===== config.mk =====
export PLATFORM = sky130hd
export DESIGN_NAME = data_bus_flat
export DESIGN_NICKNAME = d
export VERILOG_FILES = /design/src/hw/periph_pkg.sv /design/src/hw/bus_pkg.sv /design/src/hw/bus_if.sv /design/src/hw/data_bus.sv /design/src/flat_wrapper.sv
export VERILOG_INCLUDE_DIRS = /design/src /design/src/include
export SDC_FILE = /design/constraint.sdc
export NUM_CORES = 1
export LEC_CHECK = 0
export BUFFER_PORTS_ARGS = -buffer_cell sky130_fd_sc_hd__buf_2
export CAP_MARGIN = 10
export CORE_AREA = 2 2 162 164
export CTS_BUF_LIST = sky130_fd_sc_hd__clkbuf_16
export CTS_CLUSTER_DIAMETER = 150
export DETAILED_ROUTE_END_ITERATION = 10
export DIE_AREA = 0 0 164 166
export HOLD_SLACK_MARGIN = 0.08
export PLACE_DENSITY = 0.39
export SLEW_MARGIN = 20
export SYNTH_ARGS = -nofsm -noshare
export SYNTH_HDL_FRONTEND = slang
export SYNTH_SLANG_ARGS = --single-unit

===== constraint.sdc =====
create_clock -name clk -period 1.9 [get_ports clk]
set_clock_uncertainty 0.1 [all_clocks]
set_input_delay 0.38 -clock clk [delete_from_list [all_inputs] [get_ports clk]]
set_output_delay 0.38 -clock clk [all_outputs]
set_load 0.005 [all_outputs]

===== src/include/soc_defs.svh =====
`ifndef SOC_DEFS_SVH
`define SOC_DEFS_SVH

// bus widths
`define SOC_DATA_WIDTH 32
`define SOC_ADDR_WIDTH 32

// on-chip RAM, 4 KiB
`define SOC_RAM_WORDS 1024

// address map, decoded on the top nibble
`define SOC_RAM_BASE    32'h0000_0000
`define SOC_TIMER_BASE  32'h1000_0000
`define SOC_GPIO_BASE   32'h2000_0000
`define SOC_REGION_MASK 32'hF000_0000

// peripheral register offsets live in the low address bits
`define SOC_REG_OFFSET_WIDTH 4

`define SOC_GPIO_WIDTH 16

`endif

===== src/hw/periph_pkg.sv =====
`default_nettype none

`include "soc_defs.svh"

package periph_pkg;

    // target of a decoded request
    typedef enum logic [1:0] {
        DEV_RAM,
        DEV_TIMER,
        DEV_GPIO,
        DEV_NONE
    } dev_sel_t;

    typedef enum logic [`SOC_REG_OFFSET_WIDTH-1:0] {
        TIMER_COUNT   = 'h0,
        TIMER_COMPARE = 'h4,
        TIMER_CTRL    = 'h8
    } timer_reg_t;

    typedef enum logic [`SOC_REG_OFFSET_WIDTH-1:0] {
        GPIO_OUT = 'h0,
        GPIO_IN  = 'h4
    } gpio_reg_t;

endpackage

`default_nettype wire


===== src/hw/bus_pkg.sv =====
`default_nettype none

`include "soc_defs.svh"

package bus_pkg;

    // one data word on the bus
    typedef logic [`SOC_DATA_WIDTH-1:0] word_t;

    // byte address
    typedef logic [`SOC_ADDR_WIDTH-1:0] addr_t;

    // one enable bit per byte lane
    typedef logic [`SOC_DATA_WIDTH/8-1:0] be_t;

endpackage

`default_nettype wire


===== src/hw/bus_if.sv =====
`timescale 1ns/1ps
`default_nettype none

interface bus_if;
    import bus_pkg::*;

    logic  strobe;  // one cycle per request
    logic  write;
    addr_t addr;
    word_t wdata;
    be_t   be;
    logic  ack;     // one cycle, edge after strobe
    word_t rdata;   // valid with ack only

    modport master (
        output strobe, write, addr, wdata, be,
        input  ack, rdata
    );

    modport slave (
        input  strobe, write, addr, wdata, be,
        output ack, rdata
    );

endinterface

`default_nettype wire


===== src/hw/data_bus.sv =====
`timescale 1ns/1ps
`default_nettype none

`include "soc_defs.svh"

module data_bus (
    input  logic           clk,
    input  logic           reset,
    input  logic           req_strobe,
    input  logic           req_write,
    input  bus_pkg::addr_t req_addr,
    input  bus_pkg::word_t req_wdata,
    input  bus_pkg::be_t   req_be,
    output logic           resp_ack,
    output bus_pkg::word_t resp_rdata,
    output logic           resp_error,
    bus_if.master          ram,
    bus_if.master          timer,
    bus_if.master          gpio
);
    import bus_pkg::*;
    import periph_pkg::*;

    dev_sel_t sel;
    logic     err_pending;  // unmapped request waiting for its ack

    always_comb begin
        if ((req_addr & `SOC_REGION_MASK) == `SOC_RAM_BASE) begin
            // only the first 4 KiB of the RAM region is backed
            if ((req_addr & ~`SOC_REGION_MASK) < `SOC_RAM_WORDS * 4) begin
                sel = DEV_RAM;
            end else begin
                sel = DEV_NONE;
            end
        end else if ((req_addr & `SOC_REGION_MASK) == `SOC_TIMER_BASE) begin
            sel = DEV_TIMER;
        end else if ((req_addr & `SOC_REGION_MASK) == `SOC_GPIO_BASE) begin
            sel = DEV_GPIO;
        end else begin
            sel = DEV_NONE;
        end
    end

    assign ram.strobe   = req_strobe && sel == DEV_RAM;
    assign ram.write    = req_write;
    assign ram.addr     = req_addr;
    assign ram.wdata    = req_wdata;
    assign ram.be       = req_be;

    assign timer.strobe = req_strobe && sel == DEV_TIMER;
    assign timer.write  = req_write;
    assign timer.addr   = req_addr;
    assign timer.wdata  = req_wdata;
    assign timer.be     = req_be;

    assign gpio.strobe  = req_strobe && sel == DEV_GPIO;
    assign gpio.write   = req_write;
    assign gpio.addr    = req_addr;
    assign gpio.wdata   = req_wdata;
    assign gpio.be      = req_be;

    always_ff @(posedge clk) begin
        if (reset) begin
            err_pending <= 1'b0;
            resp_ack    <= 1'b0;
            resp_error  <= 1'b0;
        end else begin
            err_pending <= req_strobe && sel == DEV_NONE;
            resp_ack    <= ram.ack | timer.ack | gpio.ack | err_pending;
            resp_error  <= err_pending;
        end
    end

    always_ff @(posedge clk) begin
        resp_rdata <= (ram.ack ? ram.rdata : '0)
                    | (timer.ack ? timer.rdata : '0)
                    | (gpio.ack ? gpio.rdata : '0);  // error ack reads zero
    end

    a_single_slave_ack: assert property (@(posedge clk) disable iff (reset)
        $onehot0({ram.ack, timer.ack, gpio.ack}));

    a_ack_follows_strobe: assert property (@(posedge clk) disable iff (reset)
        ({ram.ack, timer.ack, gpio.ack}
            & ~$past({ram.strobe, timer.strobe, gpio.strobe})) == 3'b000);

endmodule

`default_nettype wire


===== src/flat_wrapper.sv =====
// flat-port wrapper written by rule: the top's interface ports become plain ports
module data_bus_flat import bus_pkg::*; import periph_pkg::*;
  (clk, reset, req_strobe, req_write, req_addr, req_wdata, req_be, resp_ack, resp_rdata, resp_error, ram_strobe, ram_write, ram_addr, ram_wdata, ram_be, ram_ack, ram_rdata, timer_strobe, timer_write, timer_addr, timer_wdata, timer_be, timer_ack, timer_rdata, gpio_strobe, gpio_write, gpio_addr, gpio_wdata, gpio_be, gpio_ack, gpio_rdata);
  bus_if ram_i ();
  bus_if timer_i ();
  bus_if gpio_i ();
  input  logic clk;
  input  logic reset;
  input  logic req_strobe;
  input  logic req_write;
  input  bus_pkg::addr_t req_addr;
  input  bus_pkg::word_t req_wdata;
  input  bus_pkg::be_t req_be;
  output logic resp_ack;
  output bus_pkg::word_t resp_rdata;
  output logic resp_error;
  output wire logic [$bits(ram_i.strobe)-1:0] ram_strobe;
  output wire logic [$bits(ram_i.write)-1:0] ram_write;
  output wire logic [$bits(ram_i.addr)-1:0] ram_addr;
  output wire logic [$bits(ram_i.wdata)-1:0] ram_wdata;
  output wire logic [$bits(ram_i.be)-1:0] ram_be;
  input wire logic [$bits(ram_i.ack)-1:0] ram_ack;
  input wire logic [$bits(ram_i.rdata)-1:0] ram_rdata;
  output wire logic [$bits(timer_i.strobe)-1:0] timer_strobe;
  output wire logic [$bits(timer_i.write)-1:0] timer_write;
  output wire logic [$bits(timer_i.addr)-1:0] timer_addr;
  output wire logic [$bits(timer_i.wdata)-1:0] timer_wdata;
  output wire logic [$bits(timer_i.be)-1:0] timer_be;
  input wire logic [$bits(timer_i.ack)-1:0] timer_ack;
  input wire logic [$bits(timer_i.rdata)-1:0] timer_rdata;
  output wire logic [$bits(gpio_i.strobe)-1:0] gpio_strobe;
  output wire logic [$bits(gpio_i.write)-1:0] gpio_write;
  output wire logic [$bits(gpio_i.addr)-1:0] gpio_addr;
  output wire logic [$bits(gpio_i.wdata)-1:0] gpio_wdata;
  output wire logic [$bits(gpio_i.be)-1:0] gpio_be;
  input wire logic [$bits(gpio_i.ack)-1:0] gpio_ack;
  input wire logic [$bits(gpio_i.rdata)-1:0] gpio_rdata;
  assign ram_strobe = ram_i.strobe;
  assign ram_write = ram_i.write;
  assign ram_addr = ram_i.addr;
  assign ram_wdata = ram_i.wdata;
  assign ram_be = ram_i.be;
  assign ram_i.ack = ram_ack;
  assign ram_i.rdata = ram_rdata;
  assign timer_strobe = timer_i.strobe;
  assign timer_write = timer_i.write;
  assign timer_addr = timer_i.addr;
  assign timer_wdata = timer_i.wdata;
  assign timer_be = timer_i.be;
  assign timer_i.ack = timer_ack;
  assign timer_i.rdata = timer_rdata;
  assign gpio_strobe = gpio_i.strobe;
  assign gpio_write = gpio_i.write;
  assign gpio_addr = gpio_i.addr;
  assign gpio_wdata = gpio_i.wdata;
  assign gpio_be = gpio_i.be;
  assign gpio_i.ack = gpio_ack;
  assign gpio_i.rdata = gpio_rdata;
  data_bus u_core (.clk(clk), .reset(reset), .req_strobe(req_strobe), .req_write(req_write), .req_addr(req_addr), .req_wdata(req_wdata), .req_be(req_be), .resp_ack(resp_ack), .resp_rdata(resp_rdata), .resp_error(resp_error), .ram(ram_i), .timer(timer_i), .gpio(gpio_i));
endmodule

==> metrics <==
Leak=between 1.5 and 2 nW; syn nets=roughly 510; Yosys warnings=0; htree depth=2; Async SR Flop Fraction=0%; unrepaired setup endpoints after global routing=no; antenna violations before repair=1; vias in the first global route=about 1,900; Die H=about 170 um; Final Util=between 10% and 20%; Final Cycle Share=~100%; ANT nets after route=0; cell count after synthesis=roughly 340; Root Buffer=clkbuf_16; fin nets=a little over 500; DRC viols=0; Most used DFF post-synth=dfxtp_1; Multi-input gate area=477 um^2; diode count=0; 1st-pass router iterations=5; crit path DAT=roughly 1.4 ns; EDFF count, synth=0; die width=~160 um; register area share after synthesis=24.5%; site row count=between 50 and 60; Overflow after GRT=0; Core Region=roughly 26,000 um^2; setup TNS=0 ns; largest net degree at the start of global routing=34; Post-Place Cell Area=between 2000 and 3000 um^2; wire length per cell=roughly 13 um; outcome=finished, final reports clean; first-pass GRT wire length=between 10 and 15 mm; worst-margin pin slew=slightly below 0.7 ns; share of the synthesized area in the top cell type=~54%; placed cells=between 600 and 700; initial core utilization=between 10% and 20%; most common cell in the netlist=buf_4; worst path required time=about 1.4 ns; max_cap viols=0; Final Max Tran Viols=0; Hold Path Class=in2reg; Commonest cells post-synth=buf_4 (207), dfxtp_1 (35), inv_1 (33); Filler cells=2,944; CTS buffer count=5; peak fanout along the critical path=2; layout cells sized above 1=68.7%; Unique masters post-synth=16; cell area power density=between 600 and 700 nW/um^2; dominant cells by area after synthesis=buf_4 (54%), dfxtp_1 (24%), a222oi_1 (11%); routed vias/inst=3.11; Worst-Skew Late Latency=roughly 0.27 ns; DR iter-0 viols=167; CP Capture Type=output pin; crit path kind=in2out; Syn Area/Cell=roughly 8.5 um^2; startpoint types=primary input; GRT Util Overall=about 5.7%; Final Hold Viols=0; CTS clock-pin slew for the worst setup and hold paths=about 0.050 ns; min cycle time layout=approximately 1.9 ns; Final Non-Filler Cells=between 600 and 700; Die ar.=~27,000 um^2; Hold-fix buffers, CTS=0; Register Area=~700 um^2; FMAX=roughly 0.54 GHz; area grow syn2layout=5.46%; post-synth top area cell=buf_4; synthesis-stage register bit count=35; synthesized area=about 2900 um^2; Design Power=approximately 2.0 mW; # IOs=415; vias=~2,100; Placer Congestion=between 0.7 and 0.8; WL final=approximately 8.8 mm; VDD IR-drop max=between 0.2 and 0.25 mV; CTS Sinks=35; post-route worst setup slack=roughly 0.050 ns; worst slew margin relative to its limit=54.6%; fin area=3020 um^2; dpl hpwl=~7.3 mm; post-place setup slack=-0.0596 ns; I/O Buffers=roughly 220; hold slack final=0.208 ns; TritonCTS clock tree=built; Setup violations, final=0; clock tree buffer depth=2
==> kinds of logic after synthesis <==
kind of cell | share of synthesized area [%]
simple gates | 3.63
buf+inv | 60.2
flops | 24.5
compound gates | 11.8
==> routing by layer <==
layer,GRT usage (%),wire length (um)
met5,0,18
met4,5.15,620
met3,2.55,1460
met2,9.92,3940
met1,4.87,2800
==> path summary, 6_finish.rpt <==
check	cells past startpoint	slack, ns	from	to
max	6	0.05	req_addr[19]	ram_strobe
min	3	0.21	ram_rdata[12]	u_core.resp_rdata[12]
max reg2reg	2	1.15	u_core.err_pending	u_core.resp_ack
min reg2reg	1	0.37	u_core.err_pending	u_core.resp_error
==> repair_timing <==
action | 4_1_cts | 5_1_grt
resized for setup | 2 | 10
pin swaps | 1 | 1
endpoints found under the hold margin | 0 | 0
setup endpoints to repair | 1 | 1
buffers inserted | 0 | 1
gates cloned | 0 | 0
==> cells in the final DEF, fill, tap and decap left out, drive strengths merged <==
cell type and instances:
buf 225, dfxtp 35, inv 33, a222oi 32, nor4 6, clkbuf 5
clkinv 2, and4 1, nor4b 1, and3b 1, and2 1, nand2b 1
a211oi 1, or3b 1, o32ai 1, nor2b 1, nor2 1
==> final cells by class <==
cell class | instances | area share, %
Tap cell | 335 | 13.9
Timing Repair Buffer | 225 | 38.6
Multi-Input combinational cell | 48 | 15.8
Sequential cell | 35 | 23.2
Clock buffer | 5 | 4.14
Inverter | 33 | 4.10
Clock inverter | 2 | 0.290
==> registers in the layout (all words and copies together) (netlist names) <==
name                cells
u_core.resp_error       1
u_core.resp_rdata      32
u_core.resp_ack         1
u_core.err_pending      1
==> power breakdown <==
| group | total [mW] | switching, mW | leakage (nW) | internal (mW) |
|---|---|---|---|---|
| registers | 0.812 | 0.0132 | 0.295 | 0.799 |
| clock network | 0.760 | 0.289 | 0.0671 | 0.471 |
| logic | 0.440 | 0.209 | 1.16 | 0.230 |
==> critical path, stage by stage <==
cell     delay, ns
buf_8         0.10
nor4_4        0.25
buf_4         0.15
and4_4        0.21
and3b_2       0.19
buf_6         0.09
Note: power is estimated with default switching activity, not from simulation.
