**config.mk**
```make
export PLATFORM = sky130hd
export DESIGN_NAME = gpio_controller_flat
export DESIGN_NICKNAME = d
export VERILOG_FILES = /design/src/hw/periph_pkg.sv /design/src/hw/bus_pkg.sv /design/src/hw/bus_if.sv /design/src/hw/gpio_controller.sv /design/src/flat_wrapper.sv
export VERILOG_INCLUDE_DIRS = /design/src /design/src/include
export SDC_FILE = /design/constraint.sdc
export NUM_CORES = 1
export LEC_CHECK = 0
export BUFFER_PORTS_ARGS = -buffer_cell sky130_fd_sc_hd__buf_2
export CORE_AREA = 10 10 68 98
export CTS_CLUSTER_SIZE = 20
export DETAILED_ROUTE_END_ITERATION = 8
export DIE_AREA = 0 0 78 108
export PLACE_DENSITY = 0.82
export SYNTH_ARGS = -nofsm -noshare
export SYNTH_HDL_FRONTEND = slang
export SYNTH_SLANG_ARGS = --single-unit
export TNS_END_PERCENT = 1
```
**constraint.sdc**
```tcl
create_clock -name clk -period 3.49 [get_ports clk]
set_input_delay 0.698 -clock clk [delete_from_list [all_inputs] [get_ports clk]]
set_output_delay 0.698 -clock clk [all_outputs]
set_load 0.02 [all_outputs]
```
**src/include/soc_defs.svh**
```systemverilog
`ifndef SOC_DEFS_SVH
`define SOC_DEFS_SVH

// bus widths
`define SOC_DATA_WIDTH 32
`define SOC_ADDR_WIDTH 32

// on-chip RAM, 4 KiB
`define SOC_RAM_WORDS 1024

// address map, decoded on the top nibble
`define SOC_RAM_BASE    32'h0000_0000
`define SOC_TIMER_BASE  32'h1000_0000
`define SOC_GPIO_BASE   32'h2000_0000
`define SOC_REGION_MASK 32'hF000_0000

// peripheral register offsets live in the low address bits
`define SOC_REG_OFFSET_WIDTH 4

`define SOC_GPIO_WIDTH 16

`endif
```
**src/hw/periph_pkg.sv**
```systemverilog
`default_nettype none

`include "soc_defs.svh"

package periph_pkg;

    // target of a decoded request
    typedef enum logic [1:0] {
        DEV_RAM,
        DEV_TIMER,
        DEV_GPIO,
        DEV_NONE
    } dev_sel_t;

    typedef enum logic [`SOC_REG_OFFSET_WIDTH-1:0] {
        TIMER_COUNT   = 'h0,
        TIMER_COMPARE = 'h4,
        TIMER_CTRL    = 'h8
    } timer_reg_t;

    typedef enum logic [`SOC_REG_OFFSET_WIDTH-1:0] {
        GPIO_OUT = 'h0,
        GPIO_IN  = 'h4
    } gpio_reg_t;

endpackage

`default_nettype wire

```
**src/hw/bus_pkg.sv**
```systemverilog
`default_nettype none

`include "soc_defs.svh"

package bus_pkg;

    // one data word on the bus
    typedef logic [`SOC_DATA_WIDTH-1:0] word_t;

    // byte address
    typedef logic [`SOC_ADDR_WIDTH-1:0] addr_t;

    // one enable bit per byte lane
    typedef logic [`SOC_DATA_WIDTH/8-1:0] be_t;

endpackage

`default_nettype wire

```
**src/hw/bus_if.sv**
```systemverilog
`timescale 1ns/1ps
`default_nettype none

interface bus_if;
    import bus_pkg::*;

    logic  strobe;  // one cycle per request
    logic  write;
    addr_t addr;
    word_t wdata;
    be_t   be;
    logic  ack;     // one cycle, edge after strobe
    word_t rdata;   // valid with ack only

    modport master (
        output strobe, write, addr, wdata, be,
        input  ack, rdata
    );

    modport slave (
        input  strobe, write, addr, wdata, be,
        output ack, rdata
    );

endinterface

`default_nettype wire

```
**src/hw/gpio_controller.sv**
```systemverilog
`timescale 1ns/1ps
`default_nettype none

`include "soc_defs.svh"

module gpio_controller (
    input  logic                       clk,
    input  logic                       reset,
    bus_if.slave                       bus,
    input  logic [`SOC_GPIO_WIDTH-1:0] pins_in,
    output logic [`SOC_GPIO_WIDTH-1:0] pins_out
);
    import bus_pkg::*;
    import periph_pkg::*;

    logic [`SOC_GPIO_WIDTH-1:0] pins_meta;
    logic [`SOC_GPIO_WIDTH-1:0] pins_sync;
    gpio_reg_t                  reg_sel;

    assign reg_sel = gpio_reg_t'(bus.addr[`SOC_REG_OFFSET_WIDTH-1:0]);

    // two-flop synchronizer
    always_ff @(posedge clk) begin
        pins_meta <= pins_in;
        pins_sync <= pins_meta;
    end

    always_ff @(posedge clk) begin
        if (reset) begin
            pins_out  <= '0;
            bus.ack   <= 1'b0;
            bus.rdata <= '0;
        end else begin
            bus.ack   <= bus.strobe;
            bus.rdata <= '0;
            if (bus.strobe) begin
                case (reg_sel)
                    GPIO_OUT: begin
                        if (bus.write) begin
                            pins_out <= bus.wdata[`SOC_GPIO_WIDTH-1:0];
                        end else begin
                            bus.rdata <= word_t'(pins_out);
                        end
                    end
                    GPIO_IN: begin
                        if (!bus.write) begin
                            bus.rdata <= word_t'(pins_sync);  // read only
                        end
                    end
                    default: ;
                endcase
            end
        end
    end

endmodule

`default_nettype wire

```
**src/flat_wrapper.sv**
```systemverilog
// flat-port wrapper written by rule: the top's interface ports become plain ports
module gpio_controller_flat import bus_pkg::*; import periph_pkg::*;
  (clk, reset, pins_in, pins_out, bus_strobe, bus_write, bus_addr, bus_wdata, bus_be, bus_ack, bus_rdata);
  bus_if bus_i ();
  input  logic clk;
  input  logic reset;
  input  logic [`SOC_GPIO_WIDTH-1:0] pins_in;
  output logic [`SOC_GPIO_WIDTH-1:0] pins_out;
  input wire logic [$bits(bus_i.strobe)-1:0] bus_strobe;
  input wire logic [$bits(bus_i.write)-1:0] bus_write;
  input wire logic [$bits(bus_i.addr)-1:0] bus_addr;
  input wire logic [$bits(bus_i.wdata)-1:0] bus_wdata;
  input wire logic [$bits(bus_i.be)-1:0] bus_be;
  output wire logic [$bits(bus_i.ack)-1:0] bus_ack;
  output wire logic [$bits(bus_i.rdata)-1:0] bus_rdata;
  assign bus_i.strobe = bus_strobe;
  assign bus_i.write = bus_write;
  assign bus_i.addr = bus_addr;
  assign bus_i.wdata = bus_wdata;
  assign bus_i.be = bus_be;
  assign bus_ack = bus_i.ack;
  assign bus_rdata = bus_i.rdata;
  gpio_controller u_core (.clk(clk), .reset(reset), .bus(bus_i), .pins_in(pins_in), .pins_out(pins_out));
endmodule
```
==> flow_summary.json, run 1 <==
{
  "status": "completed",
  "fin_skew_ps": 6.38,
  "tightest_slew_ps": 964,
  "grt_pass1_vias": 1529,
  "avgSynthCellArea_um2": 11.8,
  "finalSetupViolCount": 0,
  "seq_area_frac_synth": 0.627,
  "grtUsageTotal": 0.113,
  "gr-total-overflow": 0,
  "diodes": 0,
  "synthCells": 176,
  "place_ws_ps": 1340,
  "area_growth_pct": 27.3,
  "p_comb_frac": 0.048,
  "clockBufferDepth": 2,
  "internal_power_mw": 1.20,
  "drcViolationCount": 0,
  "rsz0062_at_grt": "false",
  "cts_inserted_buffers": 9,
  "dieArea_mm2": 0.00842,
  "rr_endpoint": "u_core.bus.rdata[5]",
  "clock-sinks": 65,
  "holdCritPathClass": "reg2reg",
  "rows": 32,
  "io_buffers": 72,
  "max_freq_mhz": 553,
  "initialDrtViolationCount": 72,
  "cts_hold_buf": 0,
  "critPathCaptureType": "flip-flop",
  "placedCellCount": 308,
  "postCtsSetupRepairBufs": 0,
  "ys_types": 15,
  "post_drt_wl_per_cell_um": 14.7,
  "routed_wl_um": 4730,
  "ir_worst_vdd_mv": 0.336,
  "clk_pin_slew_ps": 60,
  "drv_slew": 0,
  "placed_cell_area_mm2": 0.00243,
  "fin_cells": 323,
  "worstPathArrival_ps": 2060,
  "cts_tree": "yes",
  "power.leakage_nw": 1.18,
  "crit_path_max_fanout": 17,
  "die_y_um": 108,
  "final_util": 0.528,
  "synth_warnings": 0,
  "drive_above_1_share": 0.357,
  "endpoint": "u_core.pins_out[1]",
  "setup_ws_ps": 1680,
  "finalSetupTns_ps": 0,
  "start_util": 0.415,
  "cap_viol_max_count": 0,
  "vias_per_cell": 4.28,
  "path_class": "in2reg",
  "die_x_um": 78,
  "dp_hpwl_um": 3470,
  "fin_crit_sh": 0.518,
  "finalCriticalPeriod_ps": 1810,
  "reg2reg_slack_ps": 2780,
  "cts_root_buffer": "clkbuf_8",
  "totalPowerFinal_mw": 1.50,
  "ctsHtreeMaxLevel": 3,
  "p_per_area_mw_per_mm2": 568,
  "seq_power_share": 0.513,
  "switching_share": 0.203,
  "final-hold-violation-count": 0,
  "drtPass1Iterations": 6,
  "cp-start-kind": "input pin",
  "cts_resized": 0,
  "r2r_cells": 2,
  "cp-startpoint": "bus_addr[2]",
  "slew_headroom": 0.355,
  "vias": 1383,
  "p_clk_frac": 0.438,
  "antenna_found_initial": 0,
  "gp_congestion": 0.713,
  "worst_skew_pair.late_latency_ps": 320,
  "netlist_area_mm2": 0.00207,
  "postRouteAntennaNets": 0,
  "crit_required_ps": 3740,
  "coreArea_mm2": 0.00500,
  "io_pins": 137,
  "num-nets-final": 339,
  "r2r_start": "u_core.pins_out[5]",
  "grt_max_degree": 34,
  "holdWs_ps": 326,
  "final_area_mm2": 0.00264,
  "ys_seq_elements": 65,
  "net-switching-power_uw": 304,
  "grt_pass1_wl_um": 7360
}
## cells by family (layout without fill, tap and decap cells)
group,Yosys count,after routing,synth area share
other,1,16,0.00181
AND/OR/NAND/NOR,53,53,0.152
AO/OA/AOI/OAI,16,16,0.0579
flip-flops,65,65,0.627
multiplexers,16,16,0.0772
buffers and inverters,25,89,0.0838
## cell usage in the layout (no fill, tap or decap)
| master | synthesis | layout |
|---|---|---|
| conb_1 | 1 | 16 |
| buf_2 | 1 | 72 |
| and3_1 | 1 | 1 |
| nor4b_4 | 0 | 1 |
| nand2b_1 | 33 | 33 |
| nor2b_1 | 1 | 1 |
| mux2i_1 | 16 | 16 |
| nor2_1 | 16 | 16 |
| dfxtp_1 | 65 | 65 |
| bufinv_16 | 0 | 1 |
| nor4_4 | 1 | 1 |
| buf_4 | 16 | 2 |
| clkinv_2 | 0 | 1 |
| clkbuf_8 | 0 | 13 |
| a22oi_1 | 16 | 16 |
## synth_stat cells
master | instances | area, um2
buf_2 | 1 | 5.00
a22oi_1 | 16 | 120
and3_1 | 1 | 6.26
nand2b_1 | 33 | 206
clkbuf_1 | 6 | 22.5
mux2i_1 | 16 | 160
buf_8 | 1 | 15.0
buf_4 | 16 | 120
nor2b_1 | 1 | 6.26
buf_6 | 1 | 11.3
nor4_4 | 1 | 21.3
nor4b_2 | 1 | 15.0
dfxtp_1 | 65 | 1300
conb_1 | 1 | 3.75
nor2_1 | 16 | 60.1
## registers in the layout, summed over array words and instances (netlist names)
register	flops
u_core.bus.ack	1
u_core.bus.rdata	16
u_core.pins_meta	16
u_core.pins_out	16
u_core.pins_sync	16
## routing by layer
layer / wire, um / GRT usage
met1: 1800 / 0.110
met2: 2480 / 0.199
met3: 358 / 0.0457
met5: 0 / 0
met4: 88 / 0.0656
## power by group through the flow
stage,combinational [mW],clock (mW),sequential [mW]
after floorplan,0.0517,0,0.788
after global placement,0.0707,0,0.785
after detailed placement,0.0725,0,0.787
after CTS,0.0726,0.674,0.770
after global routing,0.0800,0.706,0.771
final,0.0726,0.658,0.770
## worst max-delay path: stages
cell     delay, ps
buf_2          120
nor4_4         250
buf_4          280
and3_1         180
buf_4          290
mux2i_1        220
## worst min path at each step
stage                                 to            startpoint  depth (start not counted)
finish               u_core.pins_sync[3]   u_core.pins_meta[3]                          0
global route         u_core.pins_sync[2]   u_core.pins_meta[2]                          0
CTS                  u_core.pins_sync[3]   u_core.pins_meta[3]                          0
detailed placement  u_core.pins_sync[10]  u_core.pins_meta[10]                          0
global placement     u_core.pins_sync[0]   u_core.pins_meta[0]                          0
floorplan            u_core.pins_sync[0]   u_core.pins_meta[0]                          0
## area by class of cell
| type | count | area, um2 |
|---|---|---|
| clock buffer | 13 | 179 |
| clock inverter | 2 | 35.0 |
| fill | 458 | 2360 |
| multi-input combinational | 101 | 664 |
| sequential | 65 | 1300 |
| tap | 68 | 85.1 |
| timing repair buffer | 74 | 375 |
(Power assumes the default switching activity.)
==> run 2, diff against run 1 <==
--- a/config.mk
+++ b/config.mk
@@ -7,11 +7,11 @@
 export NUM_CORES = 1
 export LEC_CHECK = 0
 export BUFFER_PORTS_ARGS = -buffer_cell sky130_fd_sc_hd__buf_2
-export CORE_AREA = 10 10 68 98
+export CORE_AREA = 10 10 73 105
 export CTS_CLUSTER_SIZE = 20
 export DETAILED_ROUTE_END_ITERATION = 8
-export DIE_AREA = 0 0 78 108
-export PLACE_DENSITY = 0.82
+export DIE_AREA = 0 0 83 115
+export PLACE_DENSITY = 0.75
 export SYNTH_ARGS = -nofsm -noshare
 export SYNTH_HDL_FRONTEND = slang
 export SYNTH_SLANG_ARGS = --single-unit
==> constraint.sdc (replaced) <==
create_clock -name clk -period 1.53 [get_ports clk]
set_input_delay 0.306 -clock clk [delete_from_list [all_inputs] [get_ports clk]]
set_output_delay 0.306 -clock clk [all_outputs]
set_load 0.02 [all_outputs]
==> flow_summary.json, run 2 (same netlist as run 1, synthesis figures left out) <==
{
  "net-switching-power_uw": 732,
  "final-hold-violation-count": 0,
  "coreArea_mm2": 0.00579,
  "cts_resized": 0,
  "crit_path_max_fanout": 3,
  "layout_commonest_cell": "buf_2",
  "cts_hold_buf": 0,
  "status": "completed",
  "io_pins": 137,
  "holdWs_ps": 65.0,
  "drcViolationCount": 0,
  "p_comb_frac": 0.048,
  "dp_hpwl_um": 3700,
  "grt_pass1_wl_um": 7780,
  "postRouteAntennaNets": 0,
  "fin_crit_sh": 0.777,
  "vias_per_cell": 4.27,
  "layout_common_cells": "72 x buf_2, 65 x dfxtp_1, 33 x nand2b_1",
  "cts_tree": "yes",
  "drtPass1Iterations": 4,
  "final_area_mm2": 0.00272,
  "worstPathArrival_ps": 880,
  "cts_root_buffer": "clkbuf_8",
  "ctsHtreeMaxLevel": 3,
  "area_growth_pct": 31.0,
  "power.leakage_nw": 1.21,
  "grtUsageTotal": 0.104,
  "crit_family": "flip-flops",
  "initialDrtViolationCount": 81,
  "num-nets-final": 343,
  "dieArea_mm2": 0.00955,
  "clockBufferDepth": 2,
  "cts_inserted_buffers": 9,
  "vias": 1416,
  "io_buffers": 72,
  "clk_pin_slew_ps": 70,
  "critPathCaptureType": "output pin",
  "critical_path.cell_chain": "buf_2",
  "start_util": 0.359,
  "crit_buf_inv": 1,
  "seqCellArea_mm2": 0.00130,
  "rsz0062_at_grt": "false",
  "gp_congestion": 0.691,
  "holdCritPathClass": "in2reg",
  "cpPeakStageDelay_ps": 370,
  "internal_power_mw": 2.94,
  "drv_slew": 0,
  "slowest_stage": "dfxtp_1",
  "gr-total-overflow": 0,
  "fin_skew_ps": 6.41,
  "diodes": 0,
  "crit_required_ps": 1220,
  "cp-start-kind": "flip-flop",
  "grt_pass1_vias": 1548,
  "final.fill_count": 582,
  "rows": 34,
  "finalSetupTns_ps": 0,
  "clock-sinks": 65,
  "grt_max_degree": 23,
  "path_class": "reg2out",
  "cap_viol_max_count": 0,
  "drive_above_1_share": 0.365,
  "multi_input_area_um2": 664,
  "ir_worst_vdd_mv": 0.680,
  "die_x_um": 83,
  "seq_power_share": 0.478,
  "p_clk_frac": 0.474,
  "die_y_um": 115,
  "worst_skew_pair.late_latency_ps": 340,
  "switching_share": 0.199,
  "p_per_area_mw_per_mm2": 1350,
  "finalCriticalPeriod_ps": 1190,
  "placed_cell_area_mm2": 0.00247,
  "routed_wl_um": 5020,
  "finalSetupViolCount": 0,
  "max_freq_mhz": 841,
  "antenna_found_initial": 0,
  "postCtsSetupRepairBufs": 0,
  "post_drt_wl_per_cell_um": 15.1
}
-- run 2: metal layers --
metal  GRT usage  part of all wire  vias up
met2       0.177              0.52       56
met1       0.106              0.40      649
met3      0.0396             0.063        7
met4      0.0683             0.017        0
met5           0                 0        -
li1            -                 -      704
-- run 2: cell type report --
type                            count  share of cell area
Clock buffer                       11              0.0520
Clock inverter                      5              0.0378
Multi-Input combinational cell    101               0.244
Sequential cell                    65               0.479
Tap cell                           72              0.0331
Timing Repair Buffer               78               0.154
-- run 2: worst paths after layout --
path	start	end	slack [ps]	cells past startpoint
min	pins_in[9]	u_core.pins_meta[9]	60	1
max reg2reg	u_core.pins_out[0]	u_core.bus.rdata[0]	840	2
min reg2reg	u_core.pins_meta[6]	u_core.pins_sync[6]	330	0
max	u_core.pins_out[0]	pins_out[0]	340	1
-- run 2: power groups by stage --
stage	logic [mW]	registers, mW	clock network (mW)
2_1_floorplan	0.118	1.80	0
3_3_place_gp	0.170	1.79	0
3_5_place_dp	0.174	1.80	0
4_1_cts	0.175	1.76	1.79
5_1_grt	0.192	1.76	1.86
6_report	0.175	1.76	1.74
-- run 2: through the flow --
step | util | setup WS [ps] | std cells | total power [mW]
after floorplan | - | 109 | 191 | 1.92
after global placement | 0.428 | 108 | 316 | 1.96
after detailed placement | 0.428 | 74.6 | 316 | 1.97
after CTS | 0.470 | 314 | 332 | 3.72
after global routing | 0.470 | 278 | 332 | 3.81
final | 0.470 | 341 | 332 | 3.67
