===== config.mk =====
export PLATFORM = sky130hd
export DESIGN_NAME = timer_controller_flat
export DESIGN_NICKNAME = d
export VERILOG_FILES = /design/src/hw/periph_pkg.sv /design/src/hw/bus_pkg.sv /design/src/hw/bus_if.sv /design/src/hw/timer_controller.sv /design/src/flat_wrapper.sv
export VERILOG_INCLUDE_DIRS = /design/src /design/src/include
export SDC_FILE = /design/constraint.sdc
export NUM_CORES = 1
export LEC_CHECK = 0
export BUFFER_PORTS_ARGS = -buffer_cell sky130_fd_sc_hd__buf_2
export CORE_ASPECT_RATIO = 0.7
export CORE_MARGIN = 10
export CORE_UTILIZATION = 40
export DETAILED_ROUTE_END_ITERATION = 16
export GPL_TIMING_DRIVEN = 0
export RECOVER_POWER = 100
export SLEW_MARGIN = 20
export SYNTH_ARGS = -nofsm -noshare
export SYNTH_HDL_FRONTEND = slang
export SYNTH_SLANG_ARGS = --single-unit
export TNS_END_PERCENT = 30

===== constraint.sdc =====
create_clock -name clk -period 2.25 [get_ports clk]
set_input_delay 0.225 -clock clk [delete_from_list [all_inputs] [get_ports clk]]
set_output_delay 0.225 -clock clk [all_outputs]
set_load 0.02 [all_outputs]

===== src/include/soc_defs.svh =====
`ifndef SOC_DEFS_SVH
`define SOC_DEFS_SVH

// bus widths
`define SOC_DATA_WIDTH 32
`define SOC_ADDR_WIDTH 32

// on-chip RAM, 4 KiB
`define SOC_RAM_WORDS 1024

// address map, decoded on the top nibble
`define SOC_RAM_BASE    32'h0000_0000
`define SOC_TIMER_BASE  32'h1000_0000
`define SOC_GPIO_BASE   32'h2000_0000
`define SOC_REGION_MASK 32'hF000_0000

// peripheral register offsets live in the low address bits
`define SOC_REG_OFFSET_WIDTH 4

`define SOC_GPIO_WIDTH 16

`endif

===== src/hw/periph_pkg.sv =====
`default_nettype none

`include "soc_defs.svh"

package periph_pkg;

    // target of a decoded request
    typedef enum logic [1:0] {
        DEV_RAM,
        DEV_TIMER,
        DEV_GPIO,
        DEV_NONE
    } dev_sel_t;

    typedef enum logic [`SOC_REG_OFFSET_WIDTH-1:0] {
        TIMER_COUNT   = 'h0,
        TIMER_COMPARE = 'h4,
        TIMER_CTRL    = 'h8
    } timer_reg_t;

    typedef enum logic [`SOC_REG_OFFSET_WIDTH-1:0] {
        GPIO_OUT = 'h0,
        GPIO_IN  = 'h4
    } gpio_reg_t;

endpackage

`default_nettype wire


===== src/hw/bus_pkg.sv =====
`default_nettype none

`include "soc_defs.svh"

package bus_pkg;

    // one data word on the bus
    typedef logic [`SOC_DATA_WIDTH-1:0] word_t;

    // byte address
    typedef logic [`SOC_ADDR_WIDTH-1:0] addr_t;

    // one enable bit per byte lane
    typedef logic [`SOC_DATA_WIDTH/8-1:0] be_t;

endpackage

`default_nettype wire


===== src/hw/bus_if.sv =====
`timescale 1ns/1ps
`default_nettype none

interface bus_if;
    import bus_pkg::*;

    logic  strobe;  // one cycle per request
    logic  write;
    addr_t addr;
    word_t wdata;
    be_t   be;
    logic  ack;     // one cycle, edge after strobe
    word_t rdata;   // valid with ack only

    modport master (
        output strobe, write, addr, wdata, be,
        input  ack, rdata
    );

    modport slave (
        input  strobe, write, addr, wdata, be,
        output ack, rdata
    );

endinterface

`default_nettype wire


===== src/hw/timer_controller.sv =====
`timescale 1ns/1ps
`default_nettype none

`include "soc_defs.svh"

module timer_controller (
    input  logic clk,
    input  logic reset,
    bus_if.slave bus,
    output logic irq
);
    import bus_pkg::*;
    import periph_pkg::*;

    word_t      count;
    word_t      compare;
    logic       enable;
    timer_reg_t reg_sel;

    assign reg_sel = timer_reg_t'(bus.addr[`SOC_REG_OFFSET_WIDTH-1:0]);

    always_ff @(posedge clk) begin
        if (reset) begin
            count     <= '0;
            compare   <= '0;
            enable    <= 1'b0;
            irq       <= 1'b0;
            bus.ack   <= 1'b0;
            bus.rdata <= '0;
        end else begin
            bus.ack   <= bus.strobe;
            bus.rdata <= '0;
            if (enable) begin
                count <= count + 1'b1;
            end
            if (enable && count == compare) begin
                irq <= 1'b1;  // sticky until ctrl write
            end
            if (bus.strobe && bus.write) begin
                case (reg_sel)
                    TIMER_COUNT:   count <= bus.wdata;
                    TIMER_COMPARE: compare <= bus.wdata;
                    TIMER_CTRL: begin
                        enable <= bus.wdata[0];
                        irq    <= 1'b0;
                    end
                    default: ;
                endcase
            end else if (bus.strobe) begin
                case (reg_sel)
                    TIMER_COUNT:   bus.rdata <= count;
                    TIMER_COMPARE: bus.rdata <= compare;
                    TIMER_CTRL:    bus.rdata <= word_t'(enable);
                    default:       bus.rdata <= '0;
                endcase
            end
        end
    end

endmodule

`default_nettype wire


===== src/flat_wrapper.sv =====
// flat-port wrapper written by rule: the top's interface ports become plain ports
module timer_controller_flat import bus_pkg::*; import periph_pkg::*;
  (clk, reset, irq, bus_strobe, bus_write, bus_addr, bus_wdata, bus_be, bus_ack, bus_rdata);
  bus_if bus_i ();
  input  logic clk;
  input  logic reset;
  output logic irq;
  input wire logic [$bits(bus_i.strobe)-1:0] bus_strobe;
  input wire logic [$bits(bus_i.write)-1:0] bus_write;
  input wire logic [$bits(bus_i.addr)-1:0] bus_addr;
  input wire logic [$bits(bus_i.wdata)-1:0] bus_wdata;
  input wire logic [$bits(bus_i.be)-1:0] bus_be;
  output wire logic [$bits(bus_i.ack)-1:0] bus_ack;
  output wire logic [$bits(bus_i.rdata)-1:0] bus_rdata;
  assign bus_i.strobe = bus_strobe;
  assign bus_i.write = bus_write;
  assign bus_i.addr = bus_addr;
  assign bus_i.wdata = bus_wdata;
  assign bus_i.be = bus_be;
  assign bus_ack = bus_i.ack;
  assign bus_rdata = bus_i.rdata;
  timer_controller u_core (.clk(clk), .reset(reset), .bus(bus_i), .irq(irq));
endmodule

==> results.toml, run 1 <==
[drt]
drc_errors = 0
ant_nets = 0
drt-initial-drc-count = 373
vias_per_cell = 5.26
drt-pass1-iter-count = 5
wl_per_cell_um = 17.9
wl_um = 13500
routed-via-count = 3974

[place]
placedCellCount = 740
port_buffers = 72
place_congestion = 0.859
hpwl_um = 10100

[worst_hold_path]
min_from = "reset"
hold_path_end = "u_core.bus.ack$_SDFF_PP0_"
min_path_cells = 2
hp-class = "in -> reg"

[floorplan]
core_area_um2 = 11100
die-height_um = 109
rows = 32
start_util_pct = 41.1
die_area_um2 = 16100
io_pins = 106
fp.dieW_um = 148

[synthesis]
avgSynthCellArea_um2 = 8.86
synth-edff-count = 0
syn-num-nets = 588
yosys.area.top_type = "dfxtp_1"
netlist_top_cells_count = "dfxtp_1 (99), nand2_1 (77), nor2_1 (68), a21oi_1 (34), xor2_1 (32)"
ys.flop_type = "dfxtp_1"
yosys_register_bits = 99
yosysTopAreaCellShare_pct = 43.5
yosys_warnings = 0
synthArstFlopShare_pct = 0
yosys.cell_count.top_type = "dfxtp_1"
synth_cell_type_count = 41
syn-cell-area_um2 = 4560
ys_seq_area_share_pct = 43.5
yosys-top-cells-area = "dfxtp_1 (43%), nand2_1 (6.3%), xor2_1 (6.1%)"
synth_cells = 515

[final_layout]
stdcell_count = 756
drive_gt1_share_pct = 14.1
fin_nets = 671
area_growth_pct = 17.1
diodes = 0
fill_cells = 1111

[critical_path]
startpoint_type = "register"
rr_startpoint = "u_core.count[0]$_SDFF_PP0_"
arrival_ns = 2.41
critical_path_class = "reg -> reg"
critPathMaxStageDelay_ns = 0.48
rrSetupSlack_ns = 0.08
rr_endpoint = "u_core.count[30]$_SDFF_PP0_"
cp_max_fo = 8
reg2regPathDepth = 6
path_buf_inv = 0
critical_path.cell_chain = "ha_1 > nand4_1 > nor4_4 > nor4b_2 > xor2_1 > a22o_1"
cpLargestDelayFamily = "simple AND/OR/NAND/NOR gates"
cp-end-kind = "register"
required_ns = 2.49
cpMaxStageDelayCell = "dfxtp_1"

[global_route]
grt_max_degree = 15
grt-ovfl-total = 0
antenna_found_initial = 0
groute.usage.overall_pct = 16.4
grt_pass1_vias = 3829
grt_pass1_wl_um = 20900

[clocking]
cts-root-buf = "clkbuf_16"
clk_latency_ns = 0.35
cts_tree = "built"
cts_resized = 0
hold_buffers = 0
cts.path.max_buffers = 2
numCtsBuffers = 9
path_clk_slew_ns = 0.07
clkSinkCount = 99
cts_setup_buffers = 0
cts_max_level = 3

[timing]
final.setup.tns_ns = 0
rsz0062_at_grt = "no"
hold_viol = 0
hold_slack_ns = 0.0898
finClkSkew_ns = 0.00685
drv_slew = 0
tightest_slew_ns = 0.798
min_period_ns = 2.17
setup_viol = 0
relSlewSlack_pct = 46.4
fmax_ghz = 0.461
final.period_utilization_pct = 96.5

[power_and_ir_drop]
vdd_ir_drop_max_uv = 373
p_leak_nw = 1.88
pwr_density_cell_nw_per_um2 = 650

[run]
cap_violations = 0

[outcome]
outcome = "completed"
==> stage by stage <==
stage          setup WS (ns)  power [mW]  util, %  area (um2)
2_1_floorplan          0.499        1.90        -        4560
3_3_place_gp          0.0961        1.99     46.1        5110
3_5_place_dp          0.0653        1.99     46.1        5110
4_1_cts               0.0982        3.49     48.7        5410
5_1_grt               0.0137        3.57     48.1        5340
6_report              0.0792        3.47     48.1        5340
==> power by group <==
group | internal [mW] | leakage [nW] | switching [mW]
logic | 0.0644 | 0.937 | 0.109
clock network | 0.871 | 0.146 | 0.648
registers | 1.76 | 0.798 | 0.0142
total | 2.70 | 1.88 | 0.772
==> sequential cells by signal (all words and copies together) (netlist names) <==
| signal | count |
|---|---|
| u_core.bus.rdata | 32 |
| u_core.compare | 32 |
| u_core.count | 32 |
| u_core.bus.ack | 1 |
| u_core.enable | 1 |
| u_core.irq | 1 |
==> placed cells by master, fill, tap and decap left out, types with 9 or more instances in the layout <==
cell type,n
nand3_1,10
clkbuf_1,62
a211oi_1,25
a22oi_1,31
nand4_1,16
a21oi_1,34
xor2_1,32
clkbuf_16,9
nand2_1,77
dfxtp_1,99
nor2_1,68
xnor2_1,31
buf_2,40
==> layer usage <==
| layer | up-vias | routed length [um] | GRT usage [%] |
|---|---|---|---|
| met1 | 1885 | 6850 | 23.4 |
| met5 | - | 0 | 0 |
| met4 | 0 | 89 | 3.03 |
| li1 | 1940 | - | - |
| met2 | 140 | 5580 | 24.3 |
| met3 | 9 | 1010 | 4.60 |
==> logic make-up after synthesis <==
family                   synth area share (%)
AO/OA/AOI/OAI                            14.8
XOR/XNOR                                 12.1
adder cells (fa/ha/maj)                 0.274
buffers and inverters                    5.98
flip-flops                               43.5
multiplexers                            0.658
AND/OR/NAND/NOR                          22.7
==> worst max path at each step <==
stage	from	endpoint	slack (ns)	cells past startpoint
finish	u_core.count[0]$_SDFF_PP0_	u_core.count[30]$_SDFF_PP0_	0.08	6
global route	u_core.count[0]$_SDFF_PP0_	u_core.count[30]$_SDFF_PP0_	0.01	6
CTS	u_core.count[0]$_SDFF_PP0_	u_core.count[30]$_SDFF_PP0_	0.1	6
detailed placement	bus_addr[3]	u_core.compare[16]$_SDFFE_PP0P_	0.07	6
global placement	bus_addr[3]	u_core.compare[12]$_SDFFE_PP0P_	0.1	6
floorplan	u_core.count[0]$_SDFF_PP0_	u_core.count[30]$_SDFF_PP0_	0.50	6
==> area by class of cell <==
type / count / area, um2 / area share, %
multi-input cells: 370 / 2290 / 42.9
repair buffers: 72 / 317 / 5.93
well taps: 153 / 191 / 3.59
clock buffers: 15 / 288 / 5.39
flip-flops and latches: 99 / 1980 / 37.1
plain buffers: 42 / 249 / 4.66
clock inverters: 1 / 5.00 / 0.0937
inverters: 4 / 15.0 / 0.281
No activity file was read; power rests on OpenSTA's default activity.
==> run 2, diff against run 1 <==
Settings changed: GPL_TIMING_DRIVEN 0 to 1, PLACE_DENSITY set to 0.59.
==> results.toml, run 2 (synthesis gave the netlist of run 1 again) <==
[outcome]
outcome = "completed"

[floorplan]
fp.dieW_um = 148
die-height_um = 109
io_pins = 106
core_area_um2 = 11100
start_util_pct = 41.1
die_area_um2 = 16100
rows = 32

[drt]
wl_um = 12800
ant_nets = 0
drc_errors = 0
routed-via-count = 3844
vias_per_cell = 5.24
wl_per_cell_um = 17.5
drt-initial-drc-count = 257
drt-pass1-iter-count = 5

[clocking]
cts_max_level = 3
clkSinkCount = 99
hold_buffers = 0
cts_setup_buffers = 0
clk_latency_ns = 0.35
cts.path.max_buffers = 2
numCtsBuffers = 9
cts_resized = 0
path_clk_slew_ns = 0.07
cts_tree = "built"
cts-root-buf = "clkbuf_16"

[place]
port_buffers = 73
place_congestion = 0.840
hpwl_um = 9120
placed_area_um2 = 5000

[final_layout]
largestRegisters = "u_core.bus.rdata: 32 flops, u_core.compare: 32 flops, u_core.count: 32 flops"
final_common_cell = "dfxtp_1"
area_growth_pct = 14.3
fin_nets = 648
final_cell_mix = "dfxtp_1 (99), nand2_1 (77), nor2_1 (68)"
diodes = 0
stdcell_area_um2 = 5220
post-route-util_pct = 47.0
drive_gt1_share_pct = 14.5

[power_and_ir_drop]
power_mw = 3.52
vdd_ir_drop_max_uv = 352
p_leak_nw = 1.82
pwr_density_cell_nw_per_um2 = 675

[critical_path]
crit_end = "u_core.count[28]$_SDFF_PP0_"
cp-end-kind = "register"
startpoint_type = "register"
reg2regPathDepth = 7
required_ns = 2.50
rrSetupSlack_ns = 0.21
cp_max_fo = 7
critical_path_class = "reg -> reg"
rr_startpoint = "u_core.count[1]$_SDFF_PP0_"
cp-startpoint = "u_core.count[1]$_SDFF_PP0_"
rr_endpoint = "u_core.count[28]$_SDFF_PP0_"
arrival_ns = 2.29

[timing]
relSlewSlack_pct = 13.3
hold_viol = 0
drv_slew = 0
rsz0062_at_grt = "no"
final.setup.tns_ns = 0
final.period_utilization_pct = 90.5
tightest_slew_ns = 1.30
finClkSkew_ns = 0.00570
hold_slack_ns = 0.112
fmax_ghz = 0.491
min_period_ns = 2.04
setup_viol = 0

[global_route]
grt_pass1_vias = 3664
grt_pass1_wl_um = 20300
grtUsageMet3_pct = 4.80
grt-ovfl-total = 0
antenna_found_initial = 0
met1_usage_pct = 22.3
groute.usage.overall_pct = 15.8
grt_use_met2_pct = 22.5
grt_max_degree = 42
busiest_layer = "met2"

[worst_hold_path]
hp-class = "in -> reg"

[run]
cap_violations = 0
-- run 2: cell count changes in the layout (fill, tap and decap cells not counted), sizes merged --
cell and delta:
bufinv +1, buf +1, clkinvlp +4, clkbuf -29
-- run 2: worst max-delay path: stages (launching register included) --
cell,delay [ns]
dfxtp_1,0.46
ha_1,0.27
nand4_1,0.13
nor4_2,0.29
buf_4,0.24
nand4_1,0.13
xor2_1,0.17
a211oi_1,0.24
-- run 2: layout make-up --
| type | count | area (um2) |
|---|---|---|
| multi-input cells | 370 | 2280 |
| flip-flops and latches | 99 | 1980 |
| clock buffers | 10 | 239 |
| clock inverters | 6 | 65.1 |
| inverters | 4 | 15.0 |
| repair buffers | 91 | 440 |
| well taps | 153 | 191 |
| fillers | 1129 | 5880 |
-- run 2: report_power, final --
group          internal (mW)  switching (mW)
sequential              1.76          0.0168
clock                  0.890           0.690
combinational         0.0575           0.100
total                   2.71           0.806
-- run 2: worst min-delay path by stage --
stage / startpoint / endpoint / slack [ns] / cells past startpoint
global route: bus_wdata[31] / u_core.count[31]$_SDFF_PP0_ / 0.11 / 3
detailed placement: bus_wdata[31] / u_core.count[31]$_SDFF_PP0_ / 0.47 / 3
global placement: bus_wdata[31] / u_core.count[31]$_SDFF_PP0_ / 0.46 / 3
finish: bus_wdata[31] / u_core.count[31]$_SDFF_PP0_ / 0.11 / 3
floorplan: reset / u_core.bus.ack$_SDFF_PP0_ / 0.31 / 1
CTS: bus_wdata[31] / u_core.count[31]$_SDFF_PP0_ / 0.10 / 3
-- run 2: stage by stage --
step                      cells  worst slack [ns]
after floorplan             515             0.499
after global placement      717             0.383
after detailed placement    717             0.291
after CTS                   733             0.227
after global routing        733            0.0831
final                       733             0.214
-- run 2: per-layer routing --
metal	part of all wire, %	up-vias	wire [um]
met1	51	1828	6520
met4	1.5	0	196
met3	6.2	14	801
met2	41	108	5320
met5	0	-	0
li1	-	1894	-
==> run 3, diff against run 2 <==
Settings changed: CTS_CLUSTER_SIZE set to 8, PLACE_DENSITY 0.59 to 0.62.
Clock period 2.25 ns to 1.63 ns, I/O delays scaled along.
==> results.toml, run 3 (synthesis gave the netlist of run 1 again) <==
[final_layout]
post-route-util_pct = 50.4
final_cell_mix = "dfxtp_1 (88), nand2_1 (77), nor2_1 (67)"
drive_gt1_share_pct = 22.5
diodes = 0
fin_nets = 687
final_common_cell = "dfxtp_1"
largestRegisters = "u_core.bus.rdata: 32 flops, u_core.compare: 32 flops, u_core.count: 32 flops"
area_growth_pct = 22.5

[power_and_ir_drop]
pwr_density_cell_nw_per_um2 = 870
power_mw = 4.86
p_leak_nw = 2.07
vdd_ir_drop_max_uv = 466

[clocking]
cts-root-buf = "clkbuf_16"
numCtsBuffers = 9
cts.path.max_buffers = 2
clkSinkCount = 99
cts_tree = "built"
clk_latency_ns = 0.35
cts_max_level = 3
path_clk_slew_ns = 0.07
hold_buffers = 0

[worst_hold_path]
hold_path_end = "u_core.count[31]$_SDFF_PP0_"
min_from = "bus_wdata[31]"
min_path_cells = 3
hp-class = "in -> reg"

[critical_path]
reg2regPathDepth = 6
rr_endpoint = "u_core.count[30]$_SDFF_PP0_"
cp_max_fo = 8
startpoint_type = "register"
required_ns = 1.88
rr_startpoint = "u_core.count[10]$_SDFF_PP0_"
critical_path_class = "reg -> reg"
cp-end-kind = "register"
rrSetupSlack_ns = 0.004
arrival_ns = 1.87

[timing]
tightest_slew_ns = 0.707
setup_viol = 0
drv_slew = 0
hold_viol = 0
min_period_ns = 1.63
setup_slack_ns = 0.00434
relSlewSlack_pct = 52.2
rsz0062_at_grt = "yes"
finClkSkew_ns = 0.0100
fmax_ghz = 0.615
final.setup.tns_ns = 0
final.period_utilization_pct = 99.7

[floorplan]
die-height_um = 109
io_pins = 106
die_area_um2 = 16100
core_area_um2 = 11100
fp.dieW_um = 148
start_util_pct = 41.1
rows = 32

[place]
place_congestion = 0.854
hpwl_um = 9660
port_buffers = 73
place_ws_ns = -0.0823

[outcome]
outcome = "completed"

[drt]
drt-pass1-iter-count = 5
wl_per_cell_um = 17.2
ant_nets = 0
wl_um = 13300
drc_errors = 0
drt-initial-drc-count = 296
routed-via-count = 4048
vias_per_cell = 5.24

[global_route]
antenna_found_initial = 0
groute.usage.overall_pct = 16.4
grt_pass1_vias = 3944
grt-ovfl-total = 0
grt_pass1_wl_um = 21000
grt_max_degree = 50

[run]
cap_violations = 0
-- run 3: timing repair --
action                                  in CTS  in global routing
setup buffers                                0                  1
cloned                                       0                  0
endpoints found under the setup margin      14                 20
pin swaps                                    1                 12
resized for setup                           11                  8
-- run 3: layout make-up --
type	instances	area, um2
Fill cell	1116	5500
Multi-Input combinational cell	370	2330
Sequential cell	99	2010
Timing Repair Buffer	130	742
Clock buffer	14	264
Tap cell	153	191
Clock inverter	2	35.0
Inverter	4	15.0
-- run 3: how the worst max path moves through the flow --
stage                     slack (ns)                   startpoint                          end
after detailed placement       -0.08   u_core.count[1]$_SDFF_PP0_  u_core.count[30]$_SDFF_PP0_
after global placement         -0.04   u_core.count[1]$_SDFF_PP0_  u_core.count[30]$_SDFF_PP0_
after CTS                     -0.008   u_core.count[6]$_SDFF_PP0_  u_core.count[30]$_SDFF_PP0_
final                          0.004  u_core.count[10]$_SDFF_PP0_  u_core.count[30]$_SDFF_PP0_
after floorplan                -0.03   u_core.count[7]$_SDFF_PP0_  u_core.count[30]$_SDFF_PP0_
after global routing            -0.1  u_core.count[10]$_SDFF_PP0_  u_core.count[30]$_SDFF_PP0_
-- run 3: stage by stage --
stage / instances / instance area (um2) / hold slack, ns
after detailed placement: 755 / 5370 / 0.408
final: 772 / 5590 / 0.0455
after floorplan: 515 / 4590 / 0.247
after CTS: 771 / 5700 / 0.0495
after global routing: 772 / 5590 / 0.0575
after global placement: 755 / 5370 / 0.399
-- run 3: critical path, stage by stage, from the launching register on --
cell and delay, ns:
dfxtp_4 0.36, nand4_4 0.15, nor4_4 0.31, buf_6 0.17, nor4b_4 0.21, xor2_1 0.10
a22o_1 0.21
-- run 3: layer usage --
layer,vias up,GRT usage (%),part of all wire [%]
li1,1974,-,-
met1,1901,22.8,50
met2,152,23.5,41
met3,21,5.25,7.9
met4,0,5.08,1.8
met5,-,0,0
-- run 3: report_power, final --
group / switching (mW) / leakage (nW) / internal [mW]
combinational: 0.150 / 1.12 / 0.0929
clock: 0.895 / 0.147 / 1.27
sequential: 0.0165 / 0.805 / 2.43
total: 1.06 / 2.07 / 3.80
